**src/core_mem_pkg.sv**
```systemverilog
package core_mem_pkg;

    // data and address width
    localparam int xlen = 32;

    // access-size codes on every mask port, code 3 decodes as a word
    localparam logic [1:0] size_byte = 2'd0;
    localparam logic [1:0] size_half = 2'd1;
    localparam logic [1:0] size_word = 2'd2;

    localparam int reg_addr_width  = 5;
    localparam int csr_addr_width  = 12;

    // burst carries length field plus one beats
    localparam int burst_len_width = 8;
    localparam int err_type_width  = 4;

    // one memory word, seen as byte lanes or halfword lanes
    typedef union packed {
        logic [3:0][7:0]  bytes;
        logic [1:0][15:0] halves;
    } mem_word_t;

endpackage

```
**src/load_store_unit.sv**
```systemverilog
`timescale 1ns/1ps

module load_store_unit import core_mem_pkg::*; #(
    parameter int ram_words   = 1024,
    parameter int ram_latency = 2
) (
    input  logic                         clock,
    input  logic                         reset,

    input  logic                         rvalid,
    input  logic [xlen-1:0]              raddr,
    input  logic [burst_len_width-1:0]   rlen,
    input  logic                         burst,
    input  logic                         rsign,
    input  logic [1:0]                   rmask,
    output logic                         rready,
    output logic [xlen-1:0]              rdata,

    input  logic                         wvalid,
    input  logic [xlen-1:0]              waddr,
    input  logic [xlen-1:0]              wdata,
    input  logic [1:0]                   wmask,
    output logic                         wready,

    output logic                         ram_req,
    output logic                         ram_we,
    output logic [$clog2(ram_words)-1:0] ram_index,
    output logic [xlen-1:0]              ram_wdata,
    output logic [3:0]                   ram_be,
    input  logic                         ram_ack,
    input  logic [xlen-1:0]              ram_rdata
);

    localparam int index_width = $clog2(ram_words);

    localparam logic [1:0] st_idle  = 2'd0;
    localparam logic [1:0] st_read  = 2'd1;
    localparam logic [1:0] st_write = 2'd2;

    logic [1:0]                 state;
    logic [burst_len_width-1:0] beat_cnt;

    mem_word_t  load_word;
    mem_word_t  store_word;
    logic [3:0] store_be;
    logic [7:0]  lane_b;
    logic [15:0] lane_h;

    assign rready = (state == st_read) & ram_ack;
    assign wready = (state == st_write) & ram_ack;

    // ----------------------------------------------------------------------
    // load lane select and extension
    // ----------------------------------------------------------------------

    assign load_word = ram_rdata;
    assign lane_b    = load_word.bytes[raddr[1:0]];
    assign lane_h    = load_word.halves[raddr[1]];

    always_comb begin
        case (rmask)
            size_byte: rdata = {{24{rsign & lane_b[7]}}, lane_b};
            size_half: rdata = {{16{rsign & lane_h[15]}}, lane_h};
            default:   rdata = load_word;
        endcase
    end

    // store data replicated into every lane, enables pick the right one
    always_comb begin
        case (wmask)
            size_byte: begin
                store_word.bytes = {4{wdata[7:0]}};
                store_be         = 4'b0001 << waddr[1:0];
            end
            size_half: begin
                store_word.halves = {2{wdata[15:0]}};
                store_be          = waddr[1] ? 4'b1100 : 4'b0011;
            end
            default: begin
                store_word = wdata;
                store_be   = 4'b1111;
            end
        endcase
    end

    // ----------------------------------------------------------------------
    // request FSM, one RAM request per beat
    // ----------------------------------------------------------------------

    always_ff @(posedge clock) begin
        if (reset) begin
            state   <= st_idle;
            ram_req <= 1'b0;
        end else begin
            ram_req <= 1'b0;
            case (state)
                st_idle: begin
                    if (rvalid) begin
                        state   <= st_read;
                        ram_req <= 1'b1;
                    end else if (wvalid) begin
                        state   <= st_write;
                        ram_req <= 1'b1;
                    end
                end
                st_read: begin
                    if (ram_ack) begin
                        if (beat_cnt == '0) begin
                            state <= st_idle;
                        end else begin
                            ram_req <= 1'b1;
                        end
                    end
                end
                st_write: begin
                    if (ram_ack) begin
                        state <= st_idle;
                    end
                end
                default: state <= st_idle;
            endcase
        end
    end

    // request payload and burst position
    always_ff @(posedge clock) begin
        if (state == st_idle) begin
            ram_we    <= wvalid & ~rvalid;
            ram_index <= rvalid ? raddr[index_width+1:2] : waddr[index_width+1:2];
            ram_wdata <= store_word;
            ram_be    <= store_be;
            beat_cnt  <= burst ? rlen : '0;
        end else if (rready) begin
            beat_cnt  <= beat_cnt - 1'b1;
            ram_index <= ram_index + 1'b1;
        end
    end

    // ----------------------------------------------------------------------
    // assertions
    // ----------------------------------------------------------------------

    a_half_aligned: assert property (@(posedge clock) disable iff (reset)
        !((rvalid && rmask == size_half && raddr[0]) ||
          (wvalid && wmask == size_half && waddr[0])));

    // RAM answers at its fixed latency
    a_ram_latency: assert property (@(posedge clock) disable iff (reset)
        ram_req |-> ##ram_latency ram_ack);

endmodule

```
**config.mk**
```make
export PLATFORM = sky130hd
export DESIGN_NAME = load_store_unit
export DESIGN_NICKNAME = d
export VERILOG_FILES = /design/src/core_mem_pkg.sv /design/src/load_store_unit.sv
export SDC_FILE = /design/constraint.sdc
export NUM_CORES = 1
export LEC_CHECK = 0
export ABC_AREA = 1
export BUFFER_PORTS_ARGS = -buffer_cell sky130_fd_sc_hd__clkbuf_2
export CAP_MARGIN = 20
export CORE_AREA = 2 2 112 125
export CTS_CLUSTER_DIAMETER = 80
export DETAILED_ROUTE_END_ITERATION = 10
export DIE_AREA = 0 0 114 127
export SYNTH_ARGS = -nofsm -noshare
export SYNTH_HDL_FRONTEND = slang
export SYNTH_SLANG_ARGS = --single-unit
```
**constraint.sdc**
```tcl
create_clock -name clock -period 2.6 [get_ports clock]
set_clock_uncertainty 0.2 [all_clocks]
set_input_delay 0.26 -clock clock [delete_from_list [all_inputs] [get_ports clock]]
set_output_delay 0.26 -clock clock [all_outputs]
set_load 0.05 [all_outputs]
```
# ---- Yosys cells after proc, flatten, opt, wreduce, memory -nomap -nowiden
# Index checks and enable logic that the tools add are counted.
dict set report classes {
  n_shift 1
  n_mux 25
  magnitude_cmp 2
  eq_ne 8
  bitwise_logic 6
  add_sub_neg 2
  reduce_logical 6
}
# op n
set op_table {}
lappend op_table {{32-bit case mux with 2 select lines} 2}
lappend op_table {{16-bit two-way mux} 2}
lappend op_table {{8-bit two-way mux} 4}
lappend op_table {{10-bit two-way mux} 3}
lappend op_table {{8-bit binary-select mux with 2-bit select} 1}
lappend op_table {{10-bit by 1-bit adder with 10-bit output, second input constant} 1}
lappend op_table {{2-bit two-way mux} 5}
lappend op_table {{8-bit logical NOT} 1}
lappend op_table {{4-bit case mux with 2 select lines} 1}
lappend op_table {{8-bit by 1-bit subtractor with 8-bit output, second input constant} 1}
lappend op_table {{2-bit by 1-bit == test with 1-bit output, second input constant} 3}
lappend op_table {{2-bit logical NOT} 3}
lappend op_table {{2-bit case mux with 3 select lines} 1}
lappend op_table {{1-bit AND} 5}
lappend op_table {{1-bit two-way mux} 4}
lappend op_table {{4-bit two-way mux} 1}
lappend op_table {{2-bit != test, second input constant} 2}
lappend op_table {{4-bit AND reduction} 1}
lappend op_table {{1-bit by 2-bit left shift with 4-bit output, first input constant} 1}
lappend op_table {{2-bit by 3-bit less-than comparator with 1-bit output, second input constant} 1}
lappend op_table {{3-bit != test, second input constant} 1}
lappend op_table {{2-bit == test, second input constant} 1}
lappend op_table {{1-bit by 2-bit less-than comparator with 1-bit output, second input constant} 1}
lappend op_table {{2-bit by 1-bit != test with 1-bit output, second input constant} 1}
lappend op_table {{3 further kinds} 3}
dict set report totals {
  word_cells 57
  register_bits 58
  out_inout_bits 82
  inputBits 147
}

# ---- Depth between registers and ports, before layout
dict set report logic_depth {
  depth_word 4
  ltp_mapped 9
  depth_no_buf 8
}

# ---- Worst setup path before layout
# OpenSTA, ideal clock, no wires.
dict set report synth_timing {
  path_type {input -> output}
  from {input port raddr[1]}
  to {output port rdata[4]}
  required_time_ps 2140
  path_stages 6
  setup_slack_ps 539
  t_arrival_ps 1601
  n_path_buf 2
  path_cell_list {buf_6 -> inv_4 -> buf_2 -> nand2_1 -> and2_1 -> o221ai_1}
}
dict set report synth_via {
  elab_chain_len 3
  elab_cells_between_ends 5
  cone_classes {mux: 5}
}
# element line_no
set synth_rtl {}
lappend synth_rtl {{from (decl)} load_store_unit.sv:11} ;# input logic [xlen-1:0] raddr,
lappend synth_rtl {{8-bit binary-select mux with 2-bit select / 16-bit two-way mux (equally long branches)} {load_store_unit.sv:57, load_store_unit.sv:58}}
lappend synth_rtl {{8-bit two-way mux (not written as such) / 16-bit two-way mux (equally long branches)} {load_store_unit.sv:57, load_store_unit.sv:58}}
lappend synth_rtl {{32-bit case mux with 2 select lines (*)} load_store_unit.sv:61} ;# case (rmask)
lappend synth_rtl {{to (decl)} load_store_unit.sv:17} ;# output logic [xlen-1:0] rdata,
# Every way passes the cells marked *; elsewhere a longest branch is shown, timed or not. The select of a mux whose other input is x is not followed.

# ---- Worst setup path in the final report
dict set report layout_timing {
  from {input port raddr[1]}
  to {output port rdata[10]}
}
dict set report layout_via {
  elab_chain_len 4
  elab_cells_between_ends 6
  cone_classes {mux: 5; bitwise: 1}
}
# element line_no
set layout_rtl {}
lappend layout_rtl {{8-bit binary-select mux with 2-bit select} load_store_unit.sv:57} ;# assign lane_b = load_word.bytes[raddr[1:0]];
lappend layout_rtl {{8-bit two-way mux (not written as such)} load_store_unit.sv:57}
lappend layout_rtl {{1-bit AND} load_store_unit.sv:62} ;# size_byte: rdata = {{24{rsign & lane_b[7]}}, lane_b};
lappend layout_rtl {{32-bit case mux with 2 select lines (*)} load_store_unit.sv:61}
# Marks and branches as above.

==> results.toml <==
[power_and_ir_drop]
p_sw_mw = 2.38
power_frac_clock = 0.218
power_density_nw_per_um2 = 1030
ir_drop_mv = 0.334
p_int_mw = 2.74
swShare = 0.465
seq_power_share = 0.323
p_leak_nw = 2.57
combPwrFrac = 0.459

[outcome]
status = "finished, final reports clean"

[sta]
hold_ws_ps = 13.0
finalCritPeriodShare = 0.851
rsz0062_at_grt = "no"
finalSetupViolations = 0
fmax_ghz = 0.452
slew-limit-headroom = 0.467
fin_crit_ps = 2210
tns_ps = 0
hold_violations = 0
tightestPinTransition_ps = 792
drv_slew = 0

[synth]
syn_area_sq_um = 3480
synthFlopType = "edfxtp_1"
synthDistinctLibCells = 32
postSynthAreaPerCell_sq_um = 8.08
syn_nets = 581
synth_edf_count = 55
yosysWarningCount = 0
ys_seq_area_frac = 0.491
synthArstFlopShare = 0
ys_ff_latch = 58
netlist_instances = 431

[flow_run]
max_cap_viol_count = 0

[final_layout]
area_growth_syn_to_layout_pct = 43.1
fillCellCount = 1384
drive_gt1_frac = 0.344
fin_nets = 782
antenna_cells = 0

[setup_path]
crit_arrival_ps = 1750
r2r.worst_path.cells = 5
rrSetupSlack_ps = 840
r2r_end = "ram_index[3]"
r2r-start = "state[0]"
worstPathRequired_ps = 2140
endpoint_kind = "primary output"
critPathLaunchType = "primary input"
cp_max_fo = 24
worstSetupPathType = "in -> out"

[hold_path]
whs_endpoint = "beat_cnt[5]"
min_from = "rlen[5]"
min_path_type = "in -> reg"
worstHoldPathCells = 3

[routing]
via_per_inst = 4.66
wire_per_inst_um = 14.3
via_count = 3713
drc = 0
drtIter0Drc = 197
totalWireLength_um = 11400
ant_nets = 0
drt_first_pass_iters = 5

[global_route]
grt_pass1_wl_um = 17700
first_global_vias = 3594
grt_max_degree = 39
grt_overflow = 0
grt_antenna_before_repair = 0
grt.total_usage = 0.156

[floorplanning]
dieHeight_um = 127
num_io_pins = 229
start_util = 0.266
rows = 44
coreArea_sq_um = 13100
dieArea_sq_um = 14500
dieWidth_um = 114

[clock_network]
htree_levels = 3
clk_pin_slew_worst_paths_ps = 50
clockRootBuffer = "clkbuf_16"
cts_sinks = 58
clk_latency_ps = 320
cts_tree = "yes"
cts_buffers = 9
clockBufferDepth = 2

[place]
place.gp.congestion = 0.856
portBuffers = 188
hpwl_um = 8910
-- flip-flops by register name, indices dropped and copies added (netlist names) --
register / flops
ram_index: 10
ram_wdata: 32
beat_cnt: 8
state: 2
ram_req: 1
ram_be: 4
ram_we: 1
-- cell usage in the layout, fill, tap and decap left out, drive strengths merged --
cell         synthesis  routed
dlygate4sd3          0      11
a21oi                9       9
o21ai               31      31
a22oi                8       8
inv                 43      43
a31oi                1       1
xnor2                1       1
clkinv               0       4
clkbuf               2     198
bufinv               0       1
a21boi               6       6
and2                 7       7
nor2                23      23
nand2              161     161
dfxtp                3       3
o221ai               6       6
xor2                 2       2
edfxtp              55      55
o31ai                1       1
nand4                2       2
nand3b               1       1
buf                 15       8
nor3                 2       2
o211ai               8       8
nand3               41      41
ha                   3       3
-- cell families (layout without fill, tap and decap cells) --
logic type,count (synthesis),after routing,share of synthesized area
AND/OR/NAND/NOR,237,237,0.291
buffers and inverters,60,265,0.0754
XOR/XNOR,3,3,0.00754
flip-flops,58,58,0.491
AO/OA/AOI/OAI,70,70,0.124
adder cells (fa/ha/maj),3,3,0.0108
-- synth_stat cells (3+ instances only) --
cell        n  area, sq um
a21boi_0    6         45.0
a21oi_1     9         45.0
a22oi_1     8         60.1
and2_1      7         43.8
buf_2      10         50.1
buf_6       3         33.8
dfxtp_1     3         60.1
edfxtp_1   55         1650
ha_1        3         37.5
inv_1      39          146
inv_2       3         11.3
nand2_1   156          586
nand2_2     4         25.0
nand3_1    40          200
nor2_1     22         82.6
o211ai_1    8         60.1
o21ai_0    31          155
o221ai_1    6         52.6
-- metal layers --
layer | global-route usage | vias up | share of wire
met1 | 0.176 | 1663 | 0.40
met5 | 0 | - | 0
met4 | 0.0459 | 0 | 0.014
met2 | 0.284 | 180 | 0.50
met3 | 0.0441 | 18 | 0.087
li1 | - | 1852 | -
-- how the worst max path moves through the flow --
stage	slack, ps	to	start	depth (start not counted)
finish	390	rdata[10]	raddr[1]	9
global route	260	rdata[10]	raddr[1]	9
CTS	370	rdata[23]	raddr[1]	9
detailed placement	380	rdata[23]	raddr[1]	9
global placement	410	rdata[23]	raddr[1]	7
floorplan	540	rdata[4]	raddr[1]	6
-- through the flow --
step           setup WS (ps)  utilization  power [mW]  cell area (sq um)  cells
2_1_floorplan            539            -        3.37               3480    431
3_3_place_gp             411        0.351        3.99               4600    771
3_5_place_dp             378        0.351        4.03               4600    771
4_1_cts                  372        0.381        5.18               4990    797
5_1_grt                  265        0.381        5.41               4990    797
6_report                 386        0.381        5.12               4990    797
-- what timing repair did --
item                                    in CTS  in global routing
gates resized for setup                      0                  0
hold buffers                                11                  0
setup buffers                                0                  0
endpoints found under the hold margin       12                  0
endpoints found under the setup margin       0                  0
-- worst max-delay path: stages --
cell and delay (ps):
clkbuf_2 280, inv_4 240, nand2_1 70, nand2_1 80, nand4_1 100, nand2_2 110, nand2_4 160, nand3_1 140
clkbuf_2 290
-- area by class of cell --
| class | instances | area [sq um] | share of cell area |
|---|---|---|---|
| Multi-Input combinational cell | 313 | 1510 | 0.303 |
| Clock buffer | 10 | 229 | 0.0459 |
| Sequential cell | 58 | 1710 | 0.343 |
| Timing Repair Buffer | 207 | 1120 | 0.225 |
| Inverter | 43 | 164 | 0.0329 |
| Clock inverter | 5 | 46.3 | 0.00928 |
| Tap cell | 161 | 201 | 0.0404 |
-- power groups by stage --
stage               clock [mW]  combinational [mW]  sequential (mW)
global route              1.18                2.54             1.70
global placement             0                2.33             1.66
floorplan                    0               0.863             2.51
CTS                       1.14                2.38             1.66
finish                    1.11                2.35             1.66
detailed placement           0                2.36             1.67
Power figures use the tool's default switching activity.
