$ cat config.mk
export PLATFORM = sky130hd
export DESIGN_NAME = mem_arbiter
export DESIGN_NICKNAME = d
export VERILOG_FILES = /design/src/core_mem_pkg.sv /design/src/mem_arbiter.sv
export SDC_FILE = /design/constraint.sdc
export NUM_CORES = 1
export LEC_CHECK = 0
export ABC_AREA = 1
export BUFFER_PORTS_ARGS = -buffer_cell sky130_fd_sc_hd__buf_2
export CAP_MARGIN = 20
export CORE_AREA = 2 2 184 186
export CTS_BUF_LIST = sky130_fd_sc_hd__clkbuf_4
export DETAILED_ROUTE_END_ITERATION = 8
export DIE_AREA = 0 0 186 188
export PLACE_DENSITY_LB_ADDON = 0.05
export SYNTH_ARGS = -nofsm -noshare
export SYNTH_HDL_FRONTEND = slang
export SYNTH_SLANG_ARGS = --single-unit
$ cat constraint.sdc
create_clock -name clock -period 5.4 [get_ports clock]
set_input_delay 0.27 -clock clock [delete_from_list [all_inputs] [get_ports clock]]
set_output_delay 0.27 -clock clock [all_outputs]
set_load 0.02 [all_outputs]
$ cat src/core_mem_pkg.sv
package core_mem_pkg;

    // data and address width
    localparam int xlen = 32;

    // access-size codes on every mask port, code 3 decodes as a word
    localparam logic [1:0] size_byte = 2'd0;
    localparam logic [1:0] size_half = 2'd1;
    localparam logic [1:0] size_word = 2'd2;

    localparam int reg_addr_width  = 5;
    localparam int csr_addr_width  = 12;

    // burst carries length field plus one beats
    localparam int burst_len_width = 8;
    localparam int err_type_width  = 4;

    // one memory word, seen as byte lanes or halfword lanes
    typedef union packed {
        logic [3:0][7:0]  bytes;
        logic [1:0][15:0] halves;
    } mem_word_t;

endpackage

$ cat src/mem_arbiter.sv
`timescale 1ns/1ps

module mem_arbiter import core_mem_pkg::*; (
    input  logic                      clock,
    input  logic                      reset,

    input  logic                      cah_valid,
    input  logic [xlen-1:0]           cah_addr,
    input  logic                      cah_burst,
    input  logic [burst_len_width-1:0] cah_rlen,
    output logic                      cah_ready,
    output logic [xlen-1:0]           cah_data,

    input  logic                      exu_valid,
    output logic                      exu_ready,
    input  logic                      exu_men,

    input  logic [reg_addr_width-1:0] exu_ard,
    input  logic [xlen-1:0]           exu_rd,
    input  logic                      exu_gen,
    input  logic [csr_addr_width-1:0] exu_acsr,
    input  logic [xlen-1:0]           exu_csr,
    input  logic                      exu_sen,
    input  logic                      exu_write,
    input  logic [xlen-1:0]           exu_wdata,
    input  logic [xlen-1:0]           exu_addr,
    input  logic [1:0]                exu_mask,
    input  logic                      exu_rsign,

    output logic                      lsu_rvalid,
    input  logic                      lsu_rready,
    input  logic [xlen-1:0]           lsu_rdata,
    output logic [xlen-1:0]           lsu_raddr,
    output logic [burst_len_width-1:0] lsu_rlen,
    output logic                      lsu_burst,
    output logic                      lsu_rsign,
    output logic [1:0]                lsu_rmask,

    output logic                      lsu_wvalid,
    input  logic                      lsu_wready,
    output logic [xlen-1:0]           lsu_wdata,
    output logic [xlen-1:0]           lsu_waddr,
    output logic [1:0]                lsu_wmask,

    output logic                      reg_valid,
    output logic [reg_addr_width-1:0] reg_addr,
    output logic [xlen-1:0]           reg_data,
    output logic                      csr_valid,
    output logic [csr_addr_width-1:0] csr_addr,
    output logic [xlen-1:0]           csr_data,

    input  logic                      erri,
    input  logic [err_type_width-1:0] errtpi,
    output logic                      erro,
    output logic [err_type_width-1:0] errtpo
);

    // ----------------------------------------------------------------------
    // state and saved operands
    // ----------------------------------------------------------------------

    logic                      working;

    logic                      wvalid;
    logic [xlen-1:0]           waddr;
    logic [xlen-1:0]           wdata;
    logic [1:0]                wmask;

    logic                      rvalid;
    logic [xlen-1:0]           raddr;
    logic [1:0]                rmask;
    logic                      rsign;
    logic [reg_addr_width-1:0] wbaddr;

    logic handsk;
    logic mem_load;
    logic mem_store;
    logic wtok;
    logic rtok;
    logic cache_grant;

    assign handsk      = exu_valid & exu_ready;
    assign mem_load    = handsk & exu_men & ~exu_write;
    assign mem_store   = handsk & exu_men & exu_write;
    assign wtok        = lsu_wvalid & lsu_wready;
    assign rtok        = rvalid & lsu_rready;
    // cache owns the read channel only while nothing is in flight
    assign cache_grant = ~working & cah_valid;

    // ----------------------------------------------------------------------
    // outside ports
    // ----------------------------------------------------------------------

    assign erro   = handsk & erri;
    assign errtpo = errtpi;

    // non-memory ops may slip past a busy cache when error-free
    assign exu_ready = ~working & (~cah_valid | (~exu_men & ~erri));

    assign reg_valid = (handsk & ~exu_men & exu_gen) | rtok;
    assign reg_addr  = rvalid ? wbaddr : exu_ard;
    assign reg_data  = rvalid ? lsu_rdata : exu_rd;

    assign csr_valid = handsk & exu_sen;
    assign csr_addr  = exu_acsr;
    assign csr_data  = exu_csr;

    assign cah_ready = cache_grant & lsu_rready;
    assign cah_data  = cah_ready ? lsu_rdata : '0;

    // read channel, cache fetch is an unsigned word read
    assign lsu_rvalid = cache_grant ? 1'b1 : rvalid;
    assign lsu_raddr  = cache_grant ? cah_addr : raddr;
    assign lsu_rlen   = cache_grant ? cah_rlen : '0;
    assign lsu_burst  = cache_grant ? cah_burst : 1'b0;
    assign lsu_rsign  = cache_grant ? 1'b0 : rsign;
    assign lsu_rmask  = cache_grant ? 2'b11 : rmask;

    assign lsu_wvalid = wvalid;
    assign lsu_waddr  = waddr;
    assign lsu_wdata  = wdata;
    assign lsu_wmask  = wmask;

    // ----------------------------------------------------------------------
    // control
    // ----------------------------------------------------------------------

    always_ff @(posedge clock) begin
        if (reset) begin
            working <= 1'b0;
            wvalid  <= 1'b0;
            rvalid  <= 1'b0;
        end else begin
            if (handsk & exu_men) begin
                working <= 1'b1;
            end else if (rtok | wtok) begin
                working <= 1'b0;
            end

            if (mem_store) begin
                wvalid <= 1'b1;
            end else if (wtok) begin
                wvalid <= 1'b0;
            end

            if (mem_load) begin
                rvalid <= 1'b1;
            end else if (rtok) begin
                rvalid <= 1'b0;
            end
        end
    end

    // operand copies, held until the channel completes
    always_ff @(posedge clock) begin
        if (mem_store) begin
            waddr <= exu_addr;
            wdata <= exu_wdata;
            wmask <= exu_mask;
        end
        if (mem_load) begin
            raddr  <= exu_addr;
            rmask  <= exu_mask;
            rsign  <= exu_rsign;
            wbaddr <= exu_ard;
        end
    end

    // ----------------------------------------------------------------------
    // assertions
    // ----------------------------------------------------------------------

    a_one_channel: assert property (
        @(posedge clock) disable iff (reset) !(lsu_rvalid && lsu_wvalid));

    // accepted memory op keeps the execute port closed
    a_busy_blocks_exu: assert property (
        @(posedge clock) disable iff (reset) (handsk && exu_men) |=> !exu_ready);

endmodule

---- After elaboration in Yosys (flattened, before gate mapping) ----
Cells that the tools add are included.
operators by class
  multiplexer cells ....................... 15
  bitwise logic cells ..................... 22
  reduce and logical (&&, ||, !) cells .... 3
operator list
  cell                number
  32-bit two-way mux  3
  1-bit AND           14
  1-bit two-way mux   9
  8-bit two-way mux   1
  2-bit nonzero test  3
  5-bit two-way mux   1
  1-bit inverter      5
  1-bit OR            3
  2-bit two-way mux   1
word-level totals
  register bits ........................... 109

---- Logic depth before layout (Yosys ltp) ----
Gate-level depths: netlist of the first run.
  depth in word-level cells ............... 8
  mapped depth ............................ 7
  mapped depth without buffers ............ 7

---- Worst setup path after synthesis of the first run ----
Ideal clock, no wire load.
  path kind ............................... input -> register
  from .................................... input port cah_valid
  to ...................................... register waddr[0] (netlist: lsu_waddr[0]), enable pin
  stages .................................. 5
  data required time ...................... 4.980 ns
  data arrival time ....................... 2.328 ns
  path slack .............................. 2.653 ns
  cell sequence ........................... inv_1 -> nor2_1 -> nor2_1 -> nand4_1 -> inv_1
on the way
  word-level cells in the longest chain between the ends .. 6
RTL lines
  element                  line                text
  start: declaration       mem_arbiter.sv:7    input logic cah_valid,
  1-bit inverter           mem_arbiter.sv:98   assign exu_ready = ~working & (~cah_valid | (~exu_men & ~erri));
  1-bit OR                 mem_arbiter.sv:98
  1-bit AND                mem_arbiter.sv:98
  named net exu_ready      mem_arbiter.sv:15   output logic exu_ready,
  1-bit AND                mem_arbiter.sv:82   assign handsk = exu_valid & exu_ready;
  1-bit AND (2 in series)  mem_arbiter.sv:84   assign mem_store = handsk & exu_men & exu_write;
  named net mem_store      mem_arbiter.sv:77   logic mem_store;
  end signal: assignment   mem_arbiter.sv:157  waddr <= exu_addr;
  end: declaration         mem_arbiter.sv:65   logic [xlen-1:0] waddr;
The timed path passes the listed nets, and every way through them passes these cells.
A chain may end at the register's enable or synchronous reset.

---- Worst setup path in the final report of the first run ----
  from .................................... register working
  to ...................................... output port cah_data[1]
on the way
  word-level cells in the longest chain between the ends .. 4
RTL lines
  element                   line                text
  start: declaration        mem_arbiter.sv:62   logic working;
  start signal: assignment  mem_arbiter.sv:130  working <= 1'b0;
  start signal: assignment  mem_arbiter.sv:135  working <= 1'b1;
  start signal: assignment  mem_arbiter.sv:137  working <= 1'b0;
  1-bit inverter            mem_arbiter.sv:88   assign cache_grant = ~working & cah_valid;
  1-bit AND                 mem_arbiter.sv:88
  1-bit AND                 mem_arbiter.sv:108  assign cah_ready = cache_grant & lsu_rready;
  32-bit two-way mux        mem_arbiter.sv:109  assign cah_data = cah_ready ? lsu_rdata : '0;
  end: declaration          mem_arbiter.sv:12   output logic [xlen-1:0] cah_data,
Every way passes these cells.

==> metrics.md, run 1 <==
| Metric | Value |
|---|---|
| GRT Total Usage | `a little under an eighth` |
| Most common cell after layout, fill and taps aside | `sky130_fd_sc_hd__buf_2` |
| Cells on Worst Hold Path | `3` |
| Setup Skew | `~0.023 ns` |
| Pwr per Cell Area | `roughly 230 nW/um2` |
| Status | `finished, final reports clean` |
| Utilization of the core after routing | `between 20% and 30%` |
| Fillers | `3674` |
| Half-perimeter wire length after detailed placement | `approximately 17 mm` |
| Final count of pins violating max slew | `0` |
| Number of H-tree levels | `3` |
| Synthesized area divided by synthesized cell count | `roughly 10 um2` |
| Clock Sink Count | `between 100 and 150` |
| Synthesized-area fraction occupied by adder cells | `0%` |
| Maximum buffer depth of the clock tree | `2` |
| Sum of overflow across all layers after global routing | `0` |
| Cell area after synthesis | `~4900 um2` |
| Maximum fanout encountered on the critical timing path | `43` |
| Mux contribution to synthesized area | `0%` |
| Start point of the worst min-delay path | `exu_valid` |
| Simple-gate share of the synthesized area | `around 16%` |
| Number of nets in the finished design | `1101` |
| Largest cells by area after synthesis | `sky130_fd_sc_hd__edfxtp_1 (65%), sky130_fd_sc_hd__nand2_1 (12%), sky130_fd_sc_hd__buf_4 (7.4%)` |
| Number of warning messages in the yosys log | `0` |
| Critical Path Source Type | `flip-flop` |
| Total of flip-flops plus latches after synthesis | `109` |
| Routed wire length | `roughly 22 mm` |
| Sequential share of the synthesized area | `66.5%` |
| Max-Slew Margin vs Limit | `roughly a third` |
| Endpoint of the most critical register-to-register path | `lsu_waddr[25]$_DFFE_PP_` |
| Routability congestion estimate from global placement | `0.819` |
| Maximum number of pins on one net before global-route repair | `44` |
| # IOs | `470` |
| Residual antenna-violating net count after detailed routing | `0` |
| Area added between synthesis and finish | `59.0%` |
| Detailed router's first-iteration violation count | `approximately 170` |
| Reg2Reg Launch Point | `working$_SDFFE_PP0P_` |
| Highest achievable clock rate | `~300 MHz` |
| Number of I/O port buffers | `approximately 370` |
| Leading area contributor after synthesis | `sky130_fd_sc_hd__edfxtp_1` |
| Post-synthesis cell type count | `18` |
| Routed via count divided by cell count | `~3.5` |
| Core Box Area | `33100 um2` |
| # Max-Cap Violations | `0` |
| Max stage delay on crit path | `about 0.72 ns` |
| Post-layout minimum cycle time | `3.35 ns` |
| Detailed-route wire length per cell | `approximately 16 um` |
| CP Class | `flip-flop to output port` |
| Nets in the synthesized netlist | `706` |
| Pwr Total | `around 1800 uW` |
| Starting utilization of the core area | `between 10% and 20%` |
| Wire length of the first global-routing pass | `30.4 mm` |
| Type of the tightest min-delay check | `input port to flip-flop` |
| Share of the synthesized netlist area taken by xor and xnor gates | `0%` |
| Via count of the first global-routing pass | `roughly 4900` |
| Die span in x | `186 um` |
| Antenna violations before repair | `6` |
| Most frequent cells in the layout | `sky130_fd_sc_hd__buf_2 (373), sky130_fd_sc_hd__nand2_1 (151), sky130_fd_sc_hd__edfxtp_1 (106), sky130_fd_sc_hd__dlygate4sd3_1 (75)` |
| Unrepaired setup endpoints after global routing | `no` |
| Number of setup buffers added after CTS | `0` |
| Setup crit end kind | `output port` |
| Count of unresolved DRC violations after routing | `0` |
| Cell chosen for the clock root | `sky130_fd_sc_hd__clkbuf_4` |
| Actual transition at the worst max-transition pin | `0.972 ns` |
| Arrival time at the worst endpoint | `3.08 ns` |
| Post-Route Setup TNS | `0 ns` |
| Bufs and invs on worst path | `3` |
| Cells after synthesis | `470` |
| Register-to-register path setup slack | `between 2 and 3 ns` |
| Clock-pin slew on the worst setup and hold paths | `around 0.19 ns` |
| Critical path's top delay family | `simple AND/OR/NAND/NOR gates` |
| Yosys top cell area share | `between 60% and 70%` |
| Complex-gate fraction of the synthesized area | `roughly 3.6%` |
| Share of post-route cells with drive strength above 1 | `about 46%` |
| Finished layout cell area | `just under 8000 um2` |
| Count of final setup violators | `0` |
| Area after detailed placement | `about 6900 um2` |
| Height of the chip | `around 190 um` |
| Main combinational cell family by area after synthesis | `simple AND/OR/NAND/NOR gates` |
| CP cell instances | `nor2_4, inv_2, nor2_4, inv_2, nor2_1, buf_2` |
| Data required time at the worst endpoint | `between 5 and 6 ns` |
| Total CTS buffers | `9` |
| Core Rows | `67` |
| First-pass detailed-route iteration total | `4` |
| Clock latency of the later-clocked register in the worst-skew pair | `between 0.5 and 0.6 ns` |
| Standby leakage power | `about 0.0038 uW` |
| Hold worst-path end | `working$_SDFFE_PP0P_` |
| Final period utilization | `just over 60%` |
| Hold Violations, Final | `0` |
| Via count of the routed design | `4604` |
| Full die area | `around 35000 um2` |
| CTS tree | `done` |
| Worst reg2reg path depth | `4` |
| Worst ir drop on vdd | `108 uV` |
| Critical Path Slowest Stage Cell | `sky130_fd_sc_hd__nor2_4` |
[where the power goes]
part,internal [uW],total [uW],switching (uW)
Sequential,950,955,5.56
Combinational,153,385,232
Clock,107,428,321
[worst max-delay path by stage]
stage,startpoint,end,slack [ns],cells past startpoint
after floorplan,cah_valid,lsu_waddr[0]$_DFFE_PP_,2.65,5
after global placement,cah_valid,cah_data[1],2.47,8
after detailed placement,cah_valid,cah_data[1],2.37,8
after CTS,working$_SDFFE_PP0P_,cah_data[1],1.79,6
after global routing,working$_SDFFE_PP0P_,cah_data[1],1.58,6
final,working$_SDFFE_PP0P_,cah_data[1],2.05,6
[registers in the layout, summed over array words and instances (netlist names)]
signal	count
lsu_waddr	32
lsu_wdata	32
raddr	32
wbaddr	5
lsu_wmask	2
rmask	2
lsu_wvalid	1
rsign	1
rvalid	1
working	1
[routing by layer]
metal	track usage, %	wire length [um]	part of all wire [%]
met1	12.3	7840	36
met2	21.8	11100	51
met3	5.11	2260	10
met4	3.39	384	1.8
met5	0	66	0.31
[logic make-up after synthesis]
kind of cell    Yosys count
buf+inv                 119
compound gates           35
flops                   109
simple gates            207
[tightest hold or removal path, cell delays in order]
cell	delay, ns
sky130_fd_sc_hd__buf_2	0.13
sky130_fd_sc_hd__nand3_1	0.09
sky130_fd_sc_hd__a21oi_1	0.06
[per-stage QoR]
| step | hold WS (ns) | setup WS, ns | std cells |
|---|---|---|---|
| after floorplan | 0.339 | 2.65 | 470 |
| after global placement | 0.446 | 2.47 | 1227 |
| after detailed placement | 0.448 | 2.37 | 1227 |
| after global routing | 0.0400 | 1.58 | 1318 |
| final | 0.0757 | 2.05 | 1319 |
| after CTS | 0.0174 | 1.79 | 1317 |
[synth_stat cells, drive strengths merged]
cell,count
clkbuf,11
nand2,151
dfxtp,3
edfxtp,106
nand4,2
nor2,50
clkinv,1
nand3,2
or2,2
buf,55
o21ai,32
a21oi,3
inv,52
[what timing repair did]
item,4_1_cts,5_1_grt
setup endpoints to repair,0,0
endpoints found under the hold margin,109,0
hold buffers,75,0
resized for setup,0,0
[final cells by class]
type | instances | area [um2] | area share [%]
flip-flops and latches | 109 | 3240 | 41.8
repair buffers | 450 | 2630 | 34.0
multi-input cells | 242 | 980 | 12.6
well taps | 448 | 561 | 7.23
inverters | 53 | 199 | 2.57
clock buffers | 9 | 67.6 | 0.872
clock inverters | 6 | 65.1 | 0.839
diodes | 2 | 5.00 | 0.0646
No activity file was read; power rests on OpenSTA's default activity.
==> run 2, diff against run 1 <==
--- a/config.mk
+++ b/config.mk
@@ -8,10 +8,10 @@
 export ABC_AREA = 1
 export BUFFER_PORTS_ARGS = -buffer_cell sky130_fd_sc_hd__buf_2
 export CAP_MARGIN = 20
-export CORE_AREA = 2 2 184 186
+export CORE_AREA = 2 2 185 187
 export CTS_BUF_LIST = sky130_fd_sc_hd__clkbuf_4
 export DETAILED_ROUTE_END_ITERATION = 8
-export DIE_AREA = 0 0 186 188
+export DIE_AREA = 0 0 187 189
 export PLACE_DENSITY_LB_ADDON = 0.05
 export SYNTH_ARGS = -nofsm -noshare
 export SYNTH_HDL_FRONTEND = slang
==> constraint.sdc (replaced) <==
create_clock -name clock -period 2.7 [get_ports clock]
set_input_delay 0.135 -clock clock [delete_from_list [all_inputs] [get_ports clock]]
set_output_delay 0.135 -clock clock [all_outputs]
set_load 0.02 [all_outputs]
==> metrics.md, run 2 (synthesized netlist as in run 1, its figures left out) <==
| Metric | Value |
|---|---|
| Final period utilization | `about four fifths` |
| CP cell instances | `buf_4, clkinv_1, buf_4, o21ai_0, buf_2` |
| Highest achievable clock rate | `around 470 MHz` |
| Number of setup buffers added after CTS | `0 (unchanged)` |
| Routed wire length | `22.5 mm (+4.2%)` |
| Number of nets in the finished design | `1110 (+0.82%)` |
| Share of post-route cells with drive strength above 1 | `46.1% (+0.28 points)` |
| Via count of the routed design | `4747 (+3.1%)` |
| Height of the chip | `189 um (+0.53%)` |
| Clock latency of the later-clocked register in the worst-skew pair | `0.49 ns (-0.02 ns)` |
| Standby leakage power | `0.00388 uW (+1.5%)` |
| Detailed router's first-iteration violation count | `160 (-3.0%)` |
| Area after detailed placement | `6930 um2 (+1.0%)` |
| Worst slack after detailed placement | `0.809 ns (-1.56 ns)` |
| Pwr per Cell Area | `455 nW/um2 (+99%)` |
| Core Rows | `67 (unchanged)` |
| Final worst slack | `0.559 ns (-1.49 ns)` |
| Max-Slew Margin vs Limit | `61.3% (+26 points)` |
| Post-Route Setup TNS | `0 ns (unchanged)` |
| Core Box Area | `33300 um2 (+0.51%)` |
| Starting utilization of the core area | `14.7% (-0.074 points)` |
| Residual antenna-violating net count after detailed routing | `0 (unchanged)` |
| Count of unresolved DRC violations after routing | `0 (unchanged)` |
| Hold Violations, Final | `0 (unchanged)` |
| Switching share of power | `32.0% (+0.39 points)` |
| Sum of overflow across all layers after global routing | `0 (unchanged)` |
| Total CTS buffers | `9 (unchanged)` |
| Wire length of the first global-routing pass | `32.6 mm (+7.3%)` |
| GRT Total Usage | `12.4% (+0.42 points)` |
| First-pass detailed-route iteration total | `4 (unchanged)` |
| Number of H-tree levels | `3 (unchanged)` |
| Critical Path Source Type | `flip-flop` |
| Post-layout minimum cycle time | `around 2.1 ns` |
| Cell chosen for the clock root | `sky130_fd_sc_hd__clkbuf_4` |
| Die span in x | `187 um (+0.54%)` |
| Setup Skew | `0.0186 ns (-0.00408 ns)` |
| Maximum number of pins on one net before global-route repair | `67 (+52%)` |
| Start point of the worst min-delay path | `exu_acsr[2]` |
| Detailed-route wire length per cell | `16.9 um (+3.4%)` |
| Internal | `2430 uW (+100%)` |
| Most common cell after layout, fill and taps aside | `sky130_fd_sc_hd__buf_2` |
| Utilization of the core after routing | `23.6% (+0.22 points)` |
| Post_cts resized | `0 (unchanged)` |
| Clock-pin slew on the worst setup and hold paths | `0.18 ns (about the same)` |
| NetSw | `1140 uW (+100%)` |
| Type of the tightest min-delay check | `input port to output port` |
| Actual transition at the worst max-transition pin | `0.580 ns (-0.392 ns)` |
| Maximum fanout encountered on the critical timing path | `41 (-4.7%)` |
| Number of I/O port buffers | `373 (unchanged)` |
| Critical Path Slowest Stage Cell | `sky130_fd_sc_hd__o21ai_0` |
| Setup crit end kind | `output port` |
| Worst ir drop on vdd | `216 uV (+100%)` |
| # IOs | `470 (unchanged)` |
| Full die area | `35300 um2 (+1.1%)` |
| Count of final setup violators | `0 (unchanged)` |
| Clock Sink Count | `109 (unchanged)` |
| Worst setup path startpoint | `rvalid$_SDFFE_PP0P_` |
| Final count of pins violating max slew | `0 (unchanged)` |
| Arrival time at the worst endpoint | `2.01 ns (-1.07 ns)` |
| Comb pwr share | `22.2% (+0.4 points)` |
| Non-filler instance count after layout | `1329 (+0.76%)` |
| # Max-Cap Violations | `0 (unchanged)` |
| Via count of the first global-routing pass | `5126 (+3.6%)` |
| Routed via count divided by cell count | `3.57 (+2.3%)` |
| Clock network fraction of total power | `24.5% (+0.3 points)` |
| Most frequent cells in the layout | `sky130_fd_sc_hd__buf_2 (373), sky130_fd_sc_hd__nand2_1 (151), sky130_fd_sc_hd__edfxtp_1 (106), sky130_fd_sc_hd__dlygate4sd3_1 (78)` |
| DP Cell Count | `1233 (+0.49%)` |
| Unrepaired setup endpoints after global routing | `no` |
| Maximum buffer depth of the clock tree | `2 (unchanged)` |
| Finished layout cell area | `7870 um2 (+1.5%)` |
| Data required time at the worst endpoint | `2.57 ns (-2.56 ns)` |
| Antenna violations before repair | `1 (-5)` |
| Reg2Reg Launch Point | `working$_SDFFE_PP0P_` |
| Max stage delay on crit path | `0.42 ns (-0.30 ns)` |
| Crit path top cell by count | `sky130_fd_sc_hd__buf_4` |
| Area added between synthesis and finish | `61.3%` |
| Status | `finished, final reports clean` |
| Half-perimeter wire length after detailed placement | `18.3 mm (+5.8%)` |
| Power share of the sequential group | `53.3% (-0.7 points)` |
| CP Class | `flip-flop to output port` |
| Routability congestion estimate from global placement | `0.942 (+15%)` |
| CTS tree | `done` |
==> run 2: stage by stage <==
step	hold WS (ns)	total power [uW]
6_report	0.270	3580
5_1_grt	0.259	3770
4_1_cts	0.252	3680
3_5_place_dp	0.270	2670
3_3_place_gp	0.270	2670
2_1_floorplan	0.204	2400
==> run 2: worst paths after layout <==
path,end,slack (ns),cells after the start
setup reg to reg,raddr[8]$_DFFE_PP_,0.88,4
hold / removal,csr_addr[2],0.27,0
hold reg to reg,lsu_wvalid$_SDFFE_PP0P_,1.06,3
setup / recovery,reg_data[0],0.56,5
==> run 2: final cells by class <==
class                           instances  area [um2]
Tap cell                              448         561
Antenna cell                            2        5.00
Inverter                               53         199
Clock inverter                          7        77.6
Fill cell                            3712       25400
Timing Repair Buffer                  459        2730
Clock buffer                            9        67.6
Sequential cell                       109        3240
Multi-Input combinational cell        242         980
==> run 2: critical path: cells and delay by family (launching register included) <==
family | cells | cell delay (ns)
buf+inv | 4 | 0.75
compound gates | 1 | 0.42
flops | 1 | 0.35
==> run 2: power groups by stage <==
stage / combinational, uW / clock [uW] / sequential (uW)
4_1_cts: 816 / 956 / 1910
3_5_place_dp: 722 / 0 / 1950
6_report: 793 / 877 / 1910
5_1_grt: 867 / 994 / 1910
2_1_floorplan: 419 / 0 / 1980
3_3_place_gp: 724 / 0 / 1950
==> run 2: metal layers <==
| layer | up-vias | part of all wire, % | global-route usage (%) |
|---|---|---|---|
| met5 | - | 0 | 0.549 |
| met4 | 0 | 2.4 | 4.03 |
| met3 | 46 | 8.5 | 4.28 |
| met2 | 242 | 53 | 23.1 |
| met1 | 2202 | 36 | 12.8 |
| li1 | 2257 | - | - |
==> run 2: repair_timing <==
| item | in CTS | in global routing |
|---|---|---|
| hold endpoints to repair | 109 | 0 |
| setup endpoints to repair | 0 | 0 |
| hold buffers | 78 | 0 |
==> run 3, diff against run 2 <==
==> constraint.sdc (replaced) <==
create_clock -name clock -period 2 [get_ports clock]
set_input_delay 0.1 -clock clock [delete_from_list [all_inputs] [get_ports clock]]
set_output_delay 0.1 -clock clock [all_outputs]
set_load 0.02 [all_outputs]
==> metrics.md, run 3 (synthesized netlist as in run 1, its figures left out) <==
| Metric | Value |
|---|---|
| Routability congestion estimate from global placement | `0.938 (-0.41%)` |
| Die span in x | `187 um (unchanged)` |
| Final count of pins violating max slew | `0 (unchanged)` |
| Type of the tightest min-delay check | `input port to output port` |
| Sequential Area | `3240 um2 (about the same)` |
| Number of I/O port buffers | `373 (unchanged)` |
| Setup Skew | `0.0260 ns (+0.00733 ns)` |
| Wire length of the first global-routing pass | `32.0 mm (-1.6%)` |
| Detailed-route wire length per cell | `16.8 um (-0.85%)` |
| Hold worst-path end | `csr_data[17]` |
| Actual transition at the worst max-transition pin | `0.515 ns (-0.0650 ns)` |
| Height of the chip | `189 um (unchanged)` |
| Core Rows | `67 (unchanged)` |
| # Max-Cap Violations | `0 (unchanged)` |
| Maximum number of pins on one net before global-route repair | `47 (-30%)` |
| Max-Slew Margin vs Limit | `65.3% (+4.0 points)` |
| Core Box Area | `33300 um2 (unchanged)` |
| Total CTS buffers | `9 (unchanged)` |
| Setup crit end kind | `output port` |
| Half-perimeter wire length after detailed placement | `18.3 mm (about the same)` |
| Register-to-register path setup slack | `0.34 ns (-0.54 ns)` |
| CP Class | `flip-flop to output port` |
| Final period utilization | `roughly 92%` |
| Maximum fanout encountered on the critical timing path | `25 (-39%)` |
| Highest achievable clock rate | `roughly 550 MHz` |
| Routed via count divided by cell count | `3.58 (+0.32%)` |
| # IOs | `470 (unchanged)` |
| Worst Hold Slack | `0.200 ns (-0.0700 ns)` |
| Post-Route Setup TNS | `0 ns (unchanged)` |
| Most common cell after layout, fill and taps aside | `sky130_fd_sc_hd__buf_2` |
| Pwr per Cell Area | `608 nW/um2 (+34%)` |
| Antenna violations before repair | `4 (+3)` |
| Starting utilization of the core area | `14.7% (unchanged)` |
| Routed wire length | `22.4 mm (-0.63%)` |
| Worst reg2reg path depth | `4 (unchanged)` |
| Full die area | `35300 um2 (unchanged)` |
| NetSw | `1520 uW (+33%)` |
| Start point of the worst min-delay path | `exu_csr[17]` |
| Clock-pin slew on the worst setup and hold paths | `0.17 ns (about the same)` |
| Worst ir drop on vdd | `302 uV (+40%)` |
| Clock latency of the later-clocked register in the worst-skew pair | `0.49 ns (about the same)` |
| Standby leakage power | `0.00390 uW (+0.46%)` |
| Number of nets in the finished design | `1113 (+0.27%)` |
| Reg2Reg Launch Point | `working$_SDFFE_PP0P_` |
| Share of post-route cells with drive strength above 1 | `46.6% (+0.52 points)` |
| Clock network fraction of total power | `24.4% (about the same)` |
| Comb pwr share | `22.3% (about the same)` |
| Arrival time at the worst endpoint | `1.73 ns (-0.28 ns)` |
| Clock Sink Count | `109 (unchanged)` |
| Count of final setup violators | `0 (unchanged)` |
| Sum of overflow across all layers after global routing | `0 (unchanged)` |
| Residual antenna-violating net count after detailed routing | `0 (unchanged)` |
| Area occupied by multi-input gates | `982 um2 (+0.26%)` |
| Cell chosen for the clock root | `sky130_fd_sc_hd__clkbuf_4` |
| First-pass detailed-route iteration total | `4 (unchanged)` |
| Maximum buffer depth of the clock tree | `2 (unchanged)` |
| Post-layout minimum cycle time | `1.83 ns` |
| Worst slack after detailed placement | `0.273 ns (-0.536 ns)` |
| Via count of the routed design | `4773 (+0.55%)` |
| Area added between synthesis and finish | `63.1%` |
| Unrepaired setup endpoints after global routing | `no` |
| Fillers | `3733 (+0.57%)` |
| Critical Path Source Type | `flip-flop` |
| Power share of the sequential group | `53.3% (about the same)` |
| Most frequent cells in the layout | `sky130_fd_sc_hd__buf_2 (373), sky130_fd_sc_hd__nand2_1 (151), sky130_fd_sc_hd__edfxtp_1 (106), sky130_fd_sc_hd__dlygate4sd3_1 (78), sky130_fd_sc_hd__inv_1 (48)` |
| Status | `finished, final reports clean` |
| Cells on Worst Hold Path | `0 (unchanged)` |
| CTS tree | `done` |
| Number of H-tree levels | `3 (unchanged)` |
| Final worst slack | `0.165 ns (-0.393 ns)` |
| Count of unresolved DRC violations after routing | `0 (unchanged)` |
| Endpoint of the most critical register-to-register path | `lsu_waddr[0]$_DFFE_PP_` |
| Via count of the first global-routing pass | `5160 (+0.66%)` |
| Detailed router's first-iteration violation count | `204 (+28%)` |
| GRT Total Usage | `12.3% (-0.094 points)` |
| Internal | `3310 uW (+36%)` |
| Hold Violations, Final | `0 (unchanged)` |
| Number of setup buffers added after CTS | `0 (unchanged)` |
| Switching share of power | `31.5% (-0.47 points)` |
| Data required time at the worst endpoint | `1.90 ns (-0.67 ns)` |
[run 3: cell types whose count changed in the layout (fill, tap and decap cells not counted), sizes merged]
cell | previous run | this run
clkinv | 6 | 1
clkbuf | 9 | 10
buf | 381 | 384
clkinvlp | 0 | 3
inv | 54 | 55
[run 3: timing repair]
item / in CTS / in global routing
hold buffers: 78 / 0
endpoints found under the setup margin: 7 / 21
gates resized for setup: 2 / 3
endpoints found under the hold margin: 109 / 0
[run 3: worst max path at each step]
stage | from | endpoint | cells after the start | slack (ns)
CTS | rvalid$_SDFFE_PP0P_ | reg_data[25] | 5 | 0.02
finish | rvalid$_SDFFE_PP0P_ | reg_data[2] | 3 | 0.17
global route | working$_SDFFE_PP0P_ | lsu_raddr[24] | 6 | 0.01
global placement | exu_men | lsu_wdata[21]$_DFFE_PP_ | 7 | 0.28
detailed placement | exu_men | lsu_wdata[13]$_DFFE_PP_ | 7 | 0.27
floorplan | working$_SDFFE_PP0P_ | lsu_waddr[0]$_DFFE_PP_ | 3 | 0.03
[run 3: layout make-up]
cell class | count | share of cell area [%]
Sequential cell | 109 | 40.8
Timing Repair Buffer | 462 | 35.4
Multi-Input combinational cell | 242 | 12.3
Tap cell | 448 | 7.05
Inverter | 53 | 2.66
Clock buffer | 10 | 0.944
Clock inverter | 6 | 0.802
Antenna cell | 2 | 0.0629
[run 3: power groups by stage]
stage,sequential [uW],combinational (uW),clock (uW)
after global placement,2630,983,0
final,2580,1080,1180
after floorplan,2670,568,0
after global routing,2580,1170,1350
after detailed placement,2630,979,0
after CTS,2580,1110,1280
[run 3: worst max-delay path, stage by stage (launching register included)]
cell and delay (ns):
sky130_fd_sc_hd__dfxtp_1 0.41, sky130_fd_sc_hd__inv_4 0.12, sky130_fd_sc_hd__o21ai_0 0.46, sky130_fd_sc_hd__buf_2 0.26
[run 3: layer usage]
layer	GRT usage, %	share of wire (%)	vias up
met3	5.63	10	57
met4	4.61	2.9	4
met1	12.5	36	2205
li1	-	-	2262
met5	0	0.10	-
met2	21.9	51	245
[run 3: per-stage QoR]
stage                     std cells  utilization [%]  instance area, um2  power, uW
after detailed placement       1236             21.1                7020       3610
final                          1332             23.9                7960       4840
after global placement         1236             21.1                7020       3610
after global routing           1331             23.9                7950       5110
after floorplan                 470                -                4890       3240
after CTS                      1330             23.9                7940       4970
